[src/rtl/Des_cfg.svh]
`ifndef DES_CFG_SVH
`define DES_CFG_SVH

// ----------------------------------------------------------------------
// Deserializer build constants.
// ----------------------------------------------------------------------

// Width of one parallel word on every datapath.
`define DES_DWID 32

// FIFO address width; depth is 2**DES_AWID entries.
`define DES_AWID 5

// Sync pattern that opens each frame on the serial line.
`define DES_SYNCW 8
`define DES_SYNC 8'hA5

`endif
[src/rtl/DesPkg.sv]
`include "Des_cfg.svh"

package DesPkg;

  // ----------------------------------------------------------------------
  // Decoder FSM states.
  // ----------------------------------------------------------------------
  typedef enum logic [1:0]
  {
    Hunt    = 2'd0,
    Payload = 2'd1,
    Parity  = 2'd2
  } DecState_t;

  // One parallel data word.
  typedef struct packed
  {
    logic [`DES_DWID-1:0] Data;
  } DesWord_t;

  // Decoder to FIFO write port; Word is valid while Write is high.
  typedef struct packed
  {
    logic     Write;
    DesWord_t Word;
  } FifoWr_t;

  // Flags exported at the top level.
  typedef struct packed
  {
    logic FIFOEmpty;
    logic FIFOFull;
    logic ParityErr;
    logic Overflow;
  } DesStatus_t;

endpackage

[src/rtl/Deserializer.sv]
`timescale 1ns/1ps
`include "Des_cfg.svh"

module Deserializer
(
  input  logic                ParOutClk,
  input  logic                Reset,
  input  logic                SerialIn,
  input  logic                SerValid,
  input  logic                ReadReq,
  output DesPkg::DesWord_t    ParOut,
  output logic                ParValid,
  output DesPkg::DesStatus_t  Status
);

  // Decoder to FIFO.
  DesPkg::FifoWr_t  DecodeToFifo;
  logic             ParityErr;

  // FIFO read side.
  DesPkg::DesWord_t FifoHead;
  logic             FifoEmpty;
  logic             FifoFull;
  logic             Overflow;
  logic             Pop;

  // Output buffer.
  DesPkg::DesWord_t ParBuf;
  logic             ParValidR;

  // ----------------------------------------------------------------------
  // Output buffer.
  // ----------------------------------------------------------------------

  // Read requests against an empty FIFO are ignored.
  assign Pop = ReadReq && !FifoEmpty;

  // Popped word for one cycle, zero otherwise.
  always_ff @(posedge ParOutClk or posedge Reset)
  begin
    if (Reset)
    begin
      ParBuf    <= '0;
      ParValidR <= 1'b0;
    end
    else
    begin
      ParBuf    <= Pop ? FifoHead : '0;
      ParValidR <= Pop;
    end
  end

  assign ParOut   = ParBuf;
  assign ParValid = ParValidR;

  // Flags to the outside.
  always_comb
  begin
    Status.FIFOEmpty = FifoEmpty;
    Status.FIFOFull  = FifoFull;
    Status.ParityErr = ParityErr;
    Status.Overflow  = Overflow;
  end

  // ----------------------------------------------------------------------
  // Structure.
  // ----------------------------------------------------------------------

  DesDecoder DesDecoderU1
  (
    .ParOutClk (ParOutClk),
    .Reset     (Reset),
    .SerialIn  (SerialIn),
    .SerValid  (SerValid),
    .FifoWr    (DecodeToFifo),
    .ParityErr (ParityErr)
  );

  FIFOTop #(.AWid(`DES_AWID)) FifoU1
  (
    .ParOutClk (ParOutClk),
    .Reset     (Reset),
    .FifoWr    (DecodeToFifo),
    .Pop       (Pop),
    .Head      (FifoHead),
    .Empty     (FifoEmpty),
    .Full      (FifoFull),
    .Overflow  (Overflow)
  );

  // Every valid output word moved the FIFO read pointer one edge before.
  ValidFromPop: assert property (@(posedge ParOutClk) disable iff (Reset)
    ParValid |-> (FifoU1.RdPtr == $past(FifoU1.RdPtr) + 1'b1));

endmodule

[src/rtl/FIFOTop.sv]
`timescale 1ns/1ps

module FIFOTop
#(
  parameter int AWid = 5
)
(
  input  logic              ParOutClk,
  input  logic              Reset,
  input  DesPkg::FifoWr_t   FifoWr,
  input  logic              Pop,
  output DesPkg::DesWord_t  Head,
  output logic              Empty,
  output logic              Full,
  output logic              Overflow
);

  localparam int Depth = 2 ** AWid;

  // Storage array.
  DesPkg::DesWord_t Mem [Depth];

  // Pointers carry one extra wrap bit.
  logic [AWid:0] WrPtr;
  logic [AWid:0] RdPtr;

  logic DoWrite;
  logic DoPop;
  logic OverflowR;

  // ----------------------------------------------------------------------
  // Flags and handshakes.
  // ----------------------------------------------------------------------

  // Same address, same wrap bit means nothing is stored.
  assign Empty = (WrPtr == RdPtr);

  // Same address, opposite wrap bit means every entry is in use.
  assign Full = (WrPtr[AWid] != RdPtr[AWid]) &&
                (WrPtr[AWid-1:0] == RdPtr[AWid-1:0]);

  // No back-pressure; a write into a full FIFO is lost.
  assign DoWrite = FifoWr.Write && !Full;
  assign DoPop   = Pop && !Empty;

  // Oldest word is shown ahead.
  assign Head = Mem[RdPtr[AWid-1:0]];

  assign Overflow = OverflowR;

  // ----------------------------------------------------------------------
  // Storage and pointers.
  // ----------------------------------------------------------------------

  always_ff @(posedge ParOutClk)
  begin
    if (DoWrite)
    begin
      Mem[WrPtr[AWid-1:0]] <= FifoWr.Word;
    end
  end

  always_ff @(posedge ParOutClk or posedge Reset)
  begin
    if (Reset)
    begin
      WrPtr     <= '0;
      RdPtr     <= '0;
      OverflowR <= 1'b0;
    end
    else
    begin
      // Write and pop may both happen in one cycle.
      if (DoWrite)
      begin
        WrPtr <= WrPtr + 1'b1;
      end
      if (DoPop)
      begin
        RdPtr <= RdPtr + 1'b1;
      end
      // One-cycle pulse per dropped word.
      OverflowR <= FifoWr.Write && Full;
    end
  end

  // ----------------------------------------------------------------------
  // Checks.
  // ----------------------------------------------------------------------

  // The reader side only pops what is there.
  NoPopEmpty: assert property (@(posedge ParOutClk) disable iff (Reset)
    !(Pop && Empty));

  // Occupancy never passes the depth, which keeps Empty and Full apart.
  OccupancyBound: assert property (@(posedge ParOutClk) disable iff (Reset)
    (AWid+1)'(WrPtr - RdPtr) <= Depth);

endmodule

[src/rtl/DesDecoder.sv]
`timescale 1ns/1ps
`include "Des_cfg.svh"

module DesDecoder
(
  input  logic             ParOutClk,
  input  logic             Reset,
  input  logic             SerialIn,
  input  logic             SerValid,
  output DesPkg::FifoWr_t  FifoWr,
  output logic             ParityErr
);

  // Bit counter only needs to count across one payload.
  localparam int CntWid = $clog2(`DES_DWID);

  // Two-flop synchronizer stages.
  logic SerSync1;
  logic SerSync2;
  logic ValSync1;
  logic ValSync2;

  // Decoder state.
  DesPkg::DecState_t      State;
  logic [`DES_SYNCW-1:0]  History;
  logic [`DES_SYNCW-1:0]  HistoryNext;
  logic [CntWid-1:0]      BitCnt;
  logic [`DES_DWID-1:0]   ShiftReg;
  logic                   LastBit;
  logic                   ParityOk;

  // Registered strobes.
  logic WriteR;
  logic ParityErrR;

  // ----------------------------------------------------------------------
  // Input synchronizer.
  // ----------------------------------------------------------------------

  // Data and qualifier travel together so they stay aligned.
  always_ff @(posedge ParOutClk or posedge Reset)
  begin
    if (Reset)
    begin
      SerSync1 <= 1'b0;
      SerSync2 <= 1'b0;
      ValSync1 <= 1'b0;
      ValSync2 <= 1'b0;
    end
    else
    begin
      SerSync1 <= SerialIn;
      SerSync2 <= SerSync1;
      ValSync1 <= SerValid;
      ValSync2 <= ValSync1;
    end
  end

  // ----------------------------------------------------------------------
  // Frame decoder.
  // ----------------------------------------------------------------------

  // History with the incoming bit shifted in, MSB first.
  assign HistoryNext = {History[`DES_SYNCW-2:0], SerSync2};

  // Last payload bit of the frame.
  assign LastBit = (BitCnt == CntWid'(`DES_DWID - 1));

  // Even parity: data ones plus parity bit give an even count.
  assign ParityOk = ~(^ShiftReg ^ SerSync2);

  always_ff @(posedge ParOutClk or posedge Reset)
  begin
    if (Reset)
    begin
      State      <= DesPkg::Hunt;
      History    <= '0;
      BitCnt     <= '0;
      ShiftReg   <= '0;
      WriteR     <= 1'b0;
      ParityErrR <= 1'b0;
    end
    else
    begin
      // Strobes last one cycle.
      WriteR     <= 1'b0;
      ParityErrR <= 1'b0;
      // Nothing moves on a gap in the bit stream.
      if (ValSync2)
      begin
        unique case (State)
          DesPkg::Hunt:
          begin
            if (HistoryNext == `DES_SYNC)
            begin
              // Sync found; fresh history for the next hunt.
              State   <= DesPkg::Payload;
              History <= '0;
              BitCnt  <= '0;
            end
            else
            begin
              History <= HistoryNext;
            end
          end
          DesPkg::Payload:
          begin
            ShiftReg <= {ShiftReg[`DES_DWID-2:0], SerSync2};
            BitCnt   <= BitCnt + 1'b1;
            if (LastBit)
            begin
              State <= DesPkg::Parity;
            end
          end
          DesPkg::Parity:
          begin
            // Good frame goes to the FIFO, bad frame is dropped.
            if (ParityOk)
            begin
              WriteR <= 1'b1;
            end
            else
            begin
              ParityErrR <= 1'b1;
            end
            State <= DesPkg::Hunt;
          end
          default:
          begin
            State <= DesPkg::Hunt;
          end
        endcase
      end
    end
  end

  // Word holds still from the parity bit until the next payload.
  always_comb
  begin
    FifoWr.Write     = WriteR;
    FifoWr.Word.Data = ShiftReg;
  end

  assign ParityErr = ParityErrR;

  // ----------------------------------------------------------------------
  // Checks.
  // ----------------------------------------------------------------------

  // A frame is either written or flagged, never both.
  WrErrExclusive: assert property (@(posedge ParOutClk) disable iff (Reset)
    !(FifoWr.Write && ParityErr));

  // FSM stays inside its encoded states.
  StateLegal: assert property (@(posedge ParOutClk) disable iff (Reset)
    State inside {DesPkg::Hunt, DesPkg::Payload, DesPkg::Parity});

endmodule

[config.mk]
export PLATFORM = sky130hd
export DESIGN_NAME = Deserializer
export DESIGN_NICKNAME = d
export VERILOG_FILES = /design/src/rtl/DesPkg.sv /design/src/rtl/Deserializer.sv /design/src/rtl/FIFOTop.sv /design/src/rtl/DesDecoder.sv
export VERILOG_INCLUDE_DIRS = /design/src /design/src/rtl
export SDC_FILE = /design/constraint.sdc
export NUM_CORES = 1
export LEC_CHECK = 0
export BUFFER_PORTS_ARGS = -buffer_cell sky130_fd_sc_hd__buf_2
export CAP_MARGIN = 20
export CORE_ASPECT_RATIO = 0.8
export CORE_MARGIN = 1
export CORE_UTILIZATION = 42
export DETAILED_ROUTE_END_ITERATION = 8
export GPL_ROUTABILITY_DRIVEN = 0
export PLACE_DENSITY_LB_ADDON = 0.08
export SYNTH_ARGS = -nofsm -noshare
export SYNTH_HDL_FRONTEND = slang
export SYNTH_HIERARCHICAL = 1
export SYNTH_SLANG_ARGS = --single-unit
[constraint.sdc]
create_clock -name ParOutClk -period 4 [get_ports ParOutClk]
set_clock_uncertainty 0.05 [all_clocks]
set_input_delay 0.8 -clock ParOutClk [delete_from_list [all_inputs] [get_ports ParOutClk]]
set_output_delay 0.8 -clock ParOutClk [all_outputs]
set_load 0.01 [all_outputs]
Yosys cells after proc, flatten, opt, wreduce, memory -nomap -nowiden
Memories as Yosys holds them, arrays and structs flattened.
Index checks and enable logic that the tools add are counted.
- $add $sub $neg: 3
- eq/ne operators: 9
- multiplexer cells: 15
- bitwise gates (word level): 1
- reductions and logical operators: 14
- operators with widths (operator ; count):
    $mux 32 ; 1
    $reduce_xor 32->1 ; 1
    $add 6x1->6 const B ; 2
    $pmux 5 s2 ; 1
    $eq 8x8->1 const B ; 1
    $mux 1 ; 8
    $mux 7 ; 1
    $eq 6x6->1 ; 1
    $reduce_and 3->1 ; 2
    $add 5x1->5 const B ; 1
    $eq 5x5->1 ; 1
    $eq 5x5->1 const B ; 1
    $logic_and 1x1->1 ; 5
    $mux 5 ; 1
    $mux 2 ; 2
    $ne 2x1->1 const B ; 2
    $pmux 2 s2 ; 1
    $reduce_and 2->1 ; 2
    $eq 2x1->1 const B ; 1
    $eq 2x2->1 const B ; 1
    $logic_not 1->1 ; 2
    $logic_not 2->1 ; 1
    $reduce_bool 2->1 ; 1
    $ne 1x1->1 ; 1
    $xor 1x1->1 ; 1
- bits in registers: 98
- RAM bits: 1024
- input port bits: 5
- output and inout bits: 37
- logic and storage cells: 58
- memories kept: 1
- memory list (memory ; words ; bits a word ; rd ports ; clocked after memory_dff ; write ports ; RTL line ; RTL):
    FifoU1.Mem ; 32 ; 32 ; 1 ; 0 ; 1 ; FIFOTop.sv:21 ; DesPkg::DesWord_t Mem [Depth];

Logic depth before layout (Yosys ltp)
Gate-level depths: netlist of run 1.
- depth after elaboration: 6
- depth in mapped cells: 11
- gate-level depth less buffers: 9

Hierarchy
The synthesis of run 1 kept the hierarchy.
- by module, submodules not included (module ; times used ; cells an instance ; area an instance (um^2) ; seq. area each (um^2)):
    FIFOTop ; 1 ; 2231 ; 40366.2 ; 31074.8
    DesDecoder ; 1 ; 166 ; 2287.2 ; 1301.2
    Deserializer ; 1 ; 77 ; 1198.6 ; 825.8

Least setup slack after synthesis of run 1
No wires, ideal clock.
- kind: reg-to-reg
- start: register FifoU1.RdPtr[5]
- end: memory FifoU1/Mem[30][0] (netlist name), enable pin
- library setup time: 0.421 ns
- arrival: 2.663 ns
- required time: 3.529 ns
- slack: 0.866 ns
- stages on the path, launching flop included: 6
- path buffers: 0
- clock period less this slack: 3.134 ns
- cell sequence: dfrtp_1 > xnor2_1 > inv_1 > a31oi_4 > nand2_1 > nor2_1
- word-level cells in the longest chain between the ends: 6
- RTL lines (what ; RTL line ; RTL):
    from (decl) ; FIFOTop.sv:25 ; logic [AWid:0] RdPtr;
    from (signal assigned) ; FIFOTop.sv:80 ; RdPtr <= RdPtr + 1'b1;
    $ne 1x1->1 ; FIFOTop.sv:39 ; assign Full = (WrPtr[AWid] != RdPtr[AWid]) &&
    $logic_and 1x1->1 ; FIFOTop.sv:39 ;
    $logic_not 1->1 ; FIFOTop.sv:43 ; assign DoWrite = FifoWr.Write && !Full;
    $logic_and 1x1->1 ; FIFOTop.sv:43 ;
    $mux 1 ; FIFOTop.sv:57 ; if (DoWrite)
    $mux 1 (implied by the code) ; FIFOTop.sv:59 ; Mem[WrPtr[AWid-1:0]] <= FifoWr.Word;
    to (decl) ; FIFOTop.sv:21 ;
Every way passes these cells.

==> results of run 1 <==
[flip-flops by register name, summed over array words and instances, names as in the netlist]
name                    flops
ParOut                     32
ParValid                    1
FifoU1/Mem               1024
DesDecoderU1/ValSync2       1
DesDecoderU1/SerSync1       1
DesDecoderU1/ShiftReg      32
DesDecoderU1/WriteR         1
DesDecoderU1/History        7
FifoU1/Overflow             1
DesDecoderU1/SerSync2       1
DesDecoderU1/State          2
FifoU1/RdPtr                6
DesDecoderU1/BitCnt         5
DesDecoderU1/ParityErr      1
FifoU1/WrPtr                6
DesDecoderU1/ValSync1       1
[where the power goes]
group / switching [mW] / internal [mW] / leakage, nW
registers: 0.358 / 13.7 / 10.6
clock network: 4.44 / 6.41 / 1.87
logic: 5.85 / 3.31 / 5.47
[through the flow]
stage               hold WS, ns  std cells
floorplan                0.2812       2474
global placement         0.2964       3884
detailed placement       0.2910       3886
CTS                      0.1016       4098
global route             0.1304       4102
finish                   0.1399       4103
[cell usage after synthesis (2+ instances only)]
cell and n:
clkbuf_1 28, xnor3_1 2, xnor2_1 33, inv_1 13
nand3b_1 3, edfxtp_1 1024, nor2b_1 4, nand4_1 36
buf_1 8, nand4bb_1 2, nor3_1 2, a21oi_1 32
and3b_2 18, ha_1 7, a22oi_1 224, buf_4 57
nand3_1 133, dfrtp_1 98, a32o_1 2, nand2_1 46
nor2_1 45, and2_1 2, buf_2 51, a22o_1 2
and3b_1 14, o21ai_0 11, xor2_1 10, mux2i_1 514
mux2_2 37
[layer usage]
metal / global-route usage (%) / routed length (um) / vias up
li1: - / - / 10090
met1: 34.52 / 56220 / 12180
met2: 36.09 / 56400 / 714
met3: 3.788 / 7035 / 162
met4: 5.732 / 2797 / 0
met5: 0 / 0 / -
[how the worst min path moves through the flow]
stage	end	slack (ns)
after detailed placement	DesDecoderU1/SerSync2	0.29
after global placement	DesDecoderU1/SerSync2	0.30
final	FifoU1/RdPtr[0]	0.14
after CTS	FifoU1/RdPtr[0]	0.10
after global routing	FifoU1/WrPtr[1]	0.13
after floorplan	DesDecoderU1/SerSync2	0.28
[logic make-up (layout without fill, tap and decap cells)]
group	Yosys count	in the layout
xor gates and xnor gates	45	45
adders and majority gates	7	7
buffers and inverters	159	396
other	0	1
AOI/OAI and AO/OA	276	276
muxes	551	551
DFF	1122	1122
and+or+nand+nor	314	314
[critical path, stage by stage (launching register included)]
cell	delay, ns
dfrtp_4	0.63
xor2_1	0.19
nor2_1	0.29
nand2_1	0.21
nor2_4	0.30
buf_2	0.24
[area by class of cell]
class	instances	area (um^2)	area share [%]
clock inverters	53	631.9	1.253
clock buffers	159	3172	6.289
repair buffers	171	1577	3.126
diodes	1	2.502	0.004962
inverters	13	48.80	0.09676
well taps	1391	1740	3.451
multi-input cells	1193	10050	19.94
flip-flops and latches	1122	33210	65.84
==> impl_metrics.ini, run 1 <==
[outcome]
outcome = finished clean

[floorplan]
start_util_pct = 42.58
coreArea_um2 = 103000
num_io_pins = 42
die_area_um2 = 105700
rows = 105
die_w_um = 363.3
dieHeight_um = 291.0

[synthesis]
synth.cell_area_um2 = 43850
avgSynthCellArea_um2 = 17.73
syn-num-nets = 2486
synthSimpleGateAreaFrac_pct = 3.903
synth_area_leaders = edfxtp_1 70%, mux2i_1 12%, dfrtp_1 5.6%
synth_compound_area_share_pct = 4.525
synth_edf_count = 1024
ys_types = 45
yosysTopAreaCell = edfxtp_1
synth_fa_ha_area_share_pct = 0.1997
synth_top_area_share_pct = 70.12
synth_top_family_by_area = multiplexers
ys_ff_latch = 1122
seq_area_frac_synth_pct = 75.71
synthXorXnorAreaFrac_pct = 0.9615
ys_async_sr_fraction_pct = 8.734
synthMuxAreaShare_pct = 12.68
postSynthCellCount = 2474
ys_warn_count = 6
ys.flop_type = edfxtp_1

[layout]
final_common_cell = edfxtp_1
finalNetCount = 2625
layout_common_cells = 1024 x edfxtp_1, 514 x mux2i_1, 224 x a22oi_1
final_cell_area_um2 = 50430
drive_gt1_share_pct = 16.56
final_util_pct = 48.96
fillers = 8630
area_delta_synth_final_pct = 15.01

[sta]
relSlewSlack_pct = 13.63
fin_ws_ns = 0.5949
finalHoldViolCount = 0
drv_slew = 0
finalSetupTns_ns = 0
setup_violations = 0
fmax_ghz = 0.2937
period_share_pct = 85.13
final.min_clock_period_ns = 3.405
worstMarginPinSlew_ns = 1.295
rsz0062_at_grt = false

[clock_tree]
post_cts_resized = 0
clockBufferDepth = 3
htree_levels = 3
postCtsSetupBuffers = 0
holdBufCountCts = 0
path_clk_slew_ns = 0.06
clkSinkCount = 1122
clockRootBuffer = clkbuf_16
clk_latency_ns = 0.71
cts_tree = built
cts_buffers = 112

[route]
ant_nets = 0
vias_per_cell = 5.640
routed_wl_um = 122500
dr.pass1.iters = 7
avgRoutedWirePerCell_um = 29.84
drcViolationCount = 0
dr_total_vias = 23140
first_iter_violations = 2272

[grt]
grt_max_degree = 137
grt_pass1_wl_um = 174500
first_global_vias = 23490
grt.overflow.total = 0
grt_usage_pct = 23.37
antenna_found_initial = 4

[place]
dp_slack_ns = 0.8773
placed_area_um2 = 46520
port_buffers = 41
place_hpwl_um = 67300

[critical_path]
startpoint = FifoU1/RdPtr[0]
r2r-start = FifoU1/RdPtr[0]
cp_max_fo = 20
path_class = flip-flop to output port
reg2reg_depth = 7
r2r-end = ParOut[26]
endpoint = Status[3]
required_ns = 3.15
worst-endpoint-arrival_ns = 2.56
reg2reg_setup_slack_ns = 0.94
cp-start-kind = flip-flop
end_kind = output port

[power]
leakage_nw = 17.90
power.density_nw_per_um2 = 675.1
totalPowerFinal_mw = 34.04
ir_worst_vdd_mv = 0.6640

[hold_path]
hp-class = primary input to async pin

[flow_run]
max-cap-violations = 0
Power figures use the tool's default switching activity.
==> run 2, diff against run 1 <==
--- a/config.mk
+++ b/config.mk
@@ -9,12 +9,12 @@
 export BUFFER_PORTS_ARGS = -buffer_cell sky130_fd_sc_hd__buf_2
 export CAP_MARGIN = 20
 export CORE_ASPECT_RATIO = 0.8
-export CORE_MARGIN = 1
+export CORE_MARGIN = 5
 export CORE_UTILIZATION = 42
 export DETAILED_ROUTE_END_ITERATION = 8
 export GPL_ROUTABILITY_DRIVEN = 0
 export PLACE_DENSITY_LB_ADDON = 0.08
+export SLEW_MARGIN = 10
 export SYNTH_ARGS = -nofsm -noshare
 export SYNTH_HDL_FRONTEND = slang
-export SYNTH_HIERARCHICAL = 1
 export SYNTH_SLANG_ARGS = --single-unit
==> impl_metrics.ini, run 2 <==
[clock_tree]
clockBufferDepth = 3
path_clk_slew_ns = 0.06
clk_latency_ns = 0.71
htree_levels = 3
holdBufCountCts = 0
postCtsSetupBuffers = 0
clkSinkCount = 1122
cts_buffers = 113
cts_tree = built
clockRootBuffer = clkbuf_16
post_cts_resized = 0

[power]
power.density_nw_per_um2 = 651.9
switching_share_pct = 30.18
power_frac_seq_pct = 43.4
leakage_nw = 16.15
p_sw_mw = 9.783
p_comb_share_pct = 24.6
clockPowerShare_pct = 32.1
ir_worst_vdd_mv = 0.6873
intPower_mw = 22.63

[place]
placed_area_um2 = 45890
place_hpwl_um = 65740
port_buffers = 41

[grt]
grt_use_met2_pct = 32.83
use_met3_pct = 3.548
grt_pass1_wl_um = 165800
top_usage_layer = met2
use_met1_pct = 31.74
first_global_vias = 22090
antenna_found_initial = 0
grt.overflow.total = 0
grt_max_degree = 137
grt_usage_pct = 21.06

[synthesis]
synth.most_common_cell = edfxtp_1
synth_area_leaders = edfxtp_1 71%, mux4_2 12%, dfrtp_1 5.7%
synth_edf_count = 1024
synthTopCellsByCount = 1024 x edfxtp_1, 224 x mux4_2, 163 x nand2_1, 101 x nor2_1, 98 x dfrtp_1
postSynthCellCount = 2150
synth_top_area_share_pct = 71.08
syn-num-nets = 2162
ys_warn_count = 0
ys.flop_type = edfxtp_1
yosysTopAreaCell = edfxtp_1
ys_ff_latch = 1122
seq_area_frac_synth_pct = 76.75
ys_types = 46
synth.cell_area_um2 = 43260
avgSynthCellArea_um2 = 20.12
ys_async_sr_fraction_pct = 8.734

[route]
first_iter_violations = 2154
drcViolationCount = 0
dr_total_vias = 21340
avgRoutedWirePerCell_um = 30.70
dr.pass1.iters = 5
routed_wl_um = 114800
ant_nets = 0
vias_per_cell = 5.704

[sta]
fmax_ghz = 0.3079
finalSetupTns_ns = 0
rsz0062_at_grt = false
setup_violations = 0
period_share_pct = 81.19
finalHoldViolCount = 0
final.min_clock_period_ns = 3.247
relSlewSlack_pct = 22.71
drv_slew = 0
worstMarginPinSlew_ns = 1.155

[floorplan]
die_area_um2 = 109600
die_w_um = 368.8
dieHeight_um = 297.1
rows = 105
start_util_pct = 42.27
coreArea_um2 = 102300
num_io_pins = 42

[layout]
final_common_cell = edfxtp_1
area_delta_synth_final_pct = 14.94
finalNetCount = 2318
drive_gt1_share_pct = 28.80
largest_register_ffs = 1024
layout_common_cells = 1024 x edfxtp_1, 224 x mux4_2, 162 x nand2_1
final_cell_area_um2 = 49720
regArea_um2 = 33220
fillers = 8393
multi_input_area_um2 = 9627

[outcome]
outcome = finished clean

[critical_path]
path_class = flip-flop to flip-flop
end_kind = flip-flop
reg2reg_depth = 7
cp-start-kind = flip-flop
required_ns = 4.53
cp_max_fo = 136
worst-endpoint-arrival_ns = 3.77

[hold_path]
hp-class = primary input to flip-flop
whs_path_depth = 1

[flow_run]
max-cap-violations = 0
[run 2: cell count changes after synthesis, sizes merged, moves of 22 or more]
cell / change
o21ai: +66
buf: -39
a221oi: +22
mux2i: -490
mux4: +224
and3b: -32
o22ai: +32
nand3: -117
nand2: +117
a22oi: -224
mux2: +57
nand4: -32
nor2: +56
[run 2: area by class of cell]
cell class | instances | share of cell area (%)
clock buffers | 151 | 6.220
flip-flops and latches | 1122 | 66.80
diodes | 1 | 0.005033
clock inverters | 61 | 1.105
multi-input cells | 900 | 19.36
well taps | 1337 | 3.364
inverters | 9 | 0.08807
repair buffers | 160 | 3.055
[run 2: cell families after synthesis]
family                     count (synthesis)  share of synthesized area, %
AOI/OAI and AO/OA                        190                         2.791
buffers and inverters                    128                         1.573
xor gates and xnor gates                  46                        0.9949
adders and majority gates                  7                        0.2024
DFF                                     1122                         76.75
and+or+nand+nor                          315                         3.028
muxes                                    342                         14.66
[run 2: stage by stage]
step	hold WS [ns]	util, %	cells	power, mW	worst slack (ns)
2_1_floorplan	0.2812	-	2150	19.43	0.5597
4_1_cts	0.1039	48.40	3733	32.69	0.7483
6_report	0.1590	48.58	3741	32.41	0.7526
5_1_grt	0.1085	48.58	3740	33.74	0.6278
3_5_place_dp	0.2855	44.84	3521	22.29	0.7293
3_3_place_gp	0.2890	44.82	3520	22.24	0.7711
[run 2: worst max-delay path, cell delays in order (launching register included)]
cell and delay (ns):
dfrtp_4 0.45, buf_12 0.55, or2_2 0.61, buf_4 0.30, o22ai_1 0.12, o21ai_1 0.26, o21ai_0 0.16, a221oi_1 0.37
[run 2: worst paths after layout]
path	from	to	slack (ns)
max	FifoU1.RdPtr[2]	ParOut[3]	0.75
min	SerValid	DesDecoderU1.ValSync1	0.16
max reg2reg	FifoU1.RdPtr[2]	ParOut[3]	0.75
min reg2reg	DesDecoderU1.ValSync1	DesDecoderU1.ValSync2	0.30
max in group asynchronous	Reset	DesDecoderU1.WriteR	2.87
min in group asynchronous	Reset	DesDecoderU1.ShiftReg[9]	0.19
[run 2: power by group through the flow]
stage	sequential (mW)	combinational (mW)	clock, mW
2_1_floorplan	14.5	4.94	0
3_3_place_gp	14.5	7.79	0
3_5_place_dp	14.5	7.82	0
4_1_cts	14.2	7.83	10.6
5_1_grt	14.1	8.53	11.1
6_report	14.1	7.96	10.4
[run 2: routing by layer]
layer	part of all wire [%]	up-vias
met2	47	604
met4	1.7	0
met3	5.4	128
li1	-	8991
met1	46	11620
met5	0	-
==> run 3, diff against run 2 <==
==> constraint.sdc (replaced) <==
create_clock -name ParOutClk -period 2.8 [get_ports ParOutClk]
set_clock_uncertainty 0.05 [all_clocks]
set_input_delay 0.56 -clock ParOutClk [delete_from_list [all_inputs] [get_ports ParOutClk]]
set_output_delay 0.56 -clock ParOutClk [all_outputs]
set_load 0.01 [all_outputs]
==> impl_metrics.ini, run 3 (synthesized netlist as in run 2, its figures left out) <==
[layout]
fillers = 8357
largest_register_ffs = 1024
layout_common_cells = 1024 x edfxtp_1, 224 x mux4_2, 162 x nand2_1
final_cell_area_um2 = 50560
drive_gt1_share_pct = 30.51
finalNetCount = 2381
final_common_cell = edfxtp_1
antennaDiodeCount = 0
area_delta_synth_final_pct = 16.88

[clock_tree]
path_clk_slew_ns = 0.07
clockRootBuffer = clkbuf_16
clockBufferDepth = 3
htree_levels = 3
postCtsSetupBuffers = 0
cts_tree = built
clk_latency_ns = 0.68
clkSinkCount = 1122
cts_buffers = 112

[route]
routed_wl_um = 113200
avgRoutedWirePerCell_um = 29.77
drcViolationCount = 0
dr.pass1.iters = 7
route.met3.wl_um = 5323
top_layer = met4
dr_total_vias = 21550
routedLengthMet1_um = 52880
first_iter_violations = 2076
dr_wl_met2_um = 52650
ant_nets = 0
vias_per_cell = 5.668

[floorplan]
dieHeight_um = 297.1
rows = 105
start_util_pct = 42.27
die_area_um2 = 109600
coreArea_um2 = 102300
num_io_pins = 42
die_w_um = 368.8

[grt]
grt_max_degree = 62
antenna_found_initial = 1
grt.overflow.total = 0
grt_usage_pct = 20.74
first_global_vias = 22610
grt_pass1_wl_um = 165200

[hold_path]
whs_path_depth = 0
hp-class = flip-flop to flip-flop

[outcome]
outcome = finished clean

[place]
placed_area_um2 = 46820
dp_slack_ns = 0.002998
port_buffers = 41
place_hpwl_um = 67270

[power]
power.density_nw_per_um2 = 937.1
ir_worst_vdd_mv = 0.6423
leakage_nw = 16.57

[critical_path]
path_class = flip-flop to output port
required_ns = 2.19
cp_max_fo = 10
reg2reg_depth = 8
end_kind = output port
cp-start-kind = flip-flop
worst-endpoint-arrival_ns = 2.10

[sta]
fmax_ghz = 0.3685
relSlewSlack_pct = 28.48
finalHoldViolCount = 0
drv_slew = 0
period_share_pct = 96.92
setup_violations = 0
rsz0062_at_grt = false
fin_ws_ns = 0.08634
final.min_clock_period_ns = 2.714
worstMarginPinSlew_ns = 1.069

[flow_run]
max-cap-violations = 0
run 3: report_power, final:
part / switching (mW) / internal, mW
combinational: 7.40 / 4.77
sequential: 0.435 / 19.6
clock: 6.33 / 8.86
run 3: path summary, 6_finish.rpt:
| kind | start | endpoint | slack [ns] |
|---|---|---|---|
| setup / recovery | FifoU1.RdPtr[2] | Status[3] | 0.09 |
| hold / removal | DesDecoderU1.ValSync1 | DesDecoderU1.ValSync2 | 0.31 |
| setup reg to reg | FifoU1.RdPtr[2] | ParOut[5] | 0.15 |
| hold reg to reg | DesDecoderU1.ValSync1 | DesDecoderU1.ValSync2 | 0.31 |
| max in group asynchronous | Reset | ParOut[3] | 1.73 |
| min in group asynchronous | Reset | ParOut[28] | 0.50 |
run 3: through the flow:
stage / util, % / total power, mW / cells / TNS [ns] / hold WS (ns)
2_1_floorplan: - / 27.76 / 2150 / -205.09 / 0.2812
3_3_place_gp: 45.74 / 32.67 / 3588 / -0.02400 / 0.2912
3_5_place_dp: 45.75 / 32.76 / 3589 / 0 / 0.2965
4_1_cts: 49.39 / 47.93 / 3802 / 0 / 0.2821
5_1_grt: 49.41 / 49.41 / 3802 / 0 / 0.3130
6_report: 49.41 / 47.38 / 3802 / 0 / 0.3077
run 3: layer usage:
| layer | vias up | global-route usage, % |
|---|---|---|
| li1 | 9113 | - |
| met1 | 11740 | 31.56 |
| met2 | 562 | 32.10 |
| met3 | 138 | 2.806 |
| met4 | 0 | 4.920 |
| met5 | - | 0 |
run 3: worst max-delay path, cell delays in order (launching register included):
cell	delay, ns
dfrtp_4	0.57
xnor2_1	0.19
and2_1	0.20
nand2_1	0.11
nor2_1	0.18
buf_2	0.16
run 3: cell type report:
| cell class | instances | area (um^2) | share of cell area (%) |
|---|---|---|---|
| multi-input cells | 900 | 9641 | 19.07 |
| clock buffers | 145 | 3009 | 5.951 |
| clock inverters | 65 | 689.4 | 1.363 |
| well taps | 1337 | 1673 | 3.308 |
| repair buffers | 224 | 2295 | 4.538 |
| inverters | 9 | 42.54 | 0.08413 |
| flip-flops and latches | 1122 | 33220 | 65.69 |
run 3: timing repair:
| item | in CTS | in global routing |
|---|---|---|
| cloned | 0 | 0 |
| hold endpoints to repair | 54 | 0 |
| hold buffers | 3 | 0 |
| endpoints found under the setup margin | 1 | 3 |
| gates resized for setup | 1 | 2 |
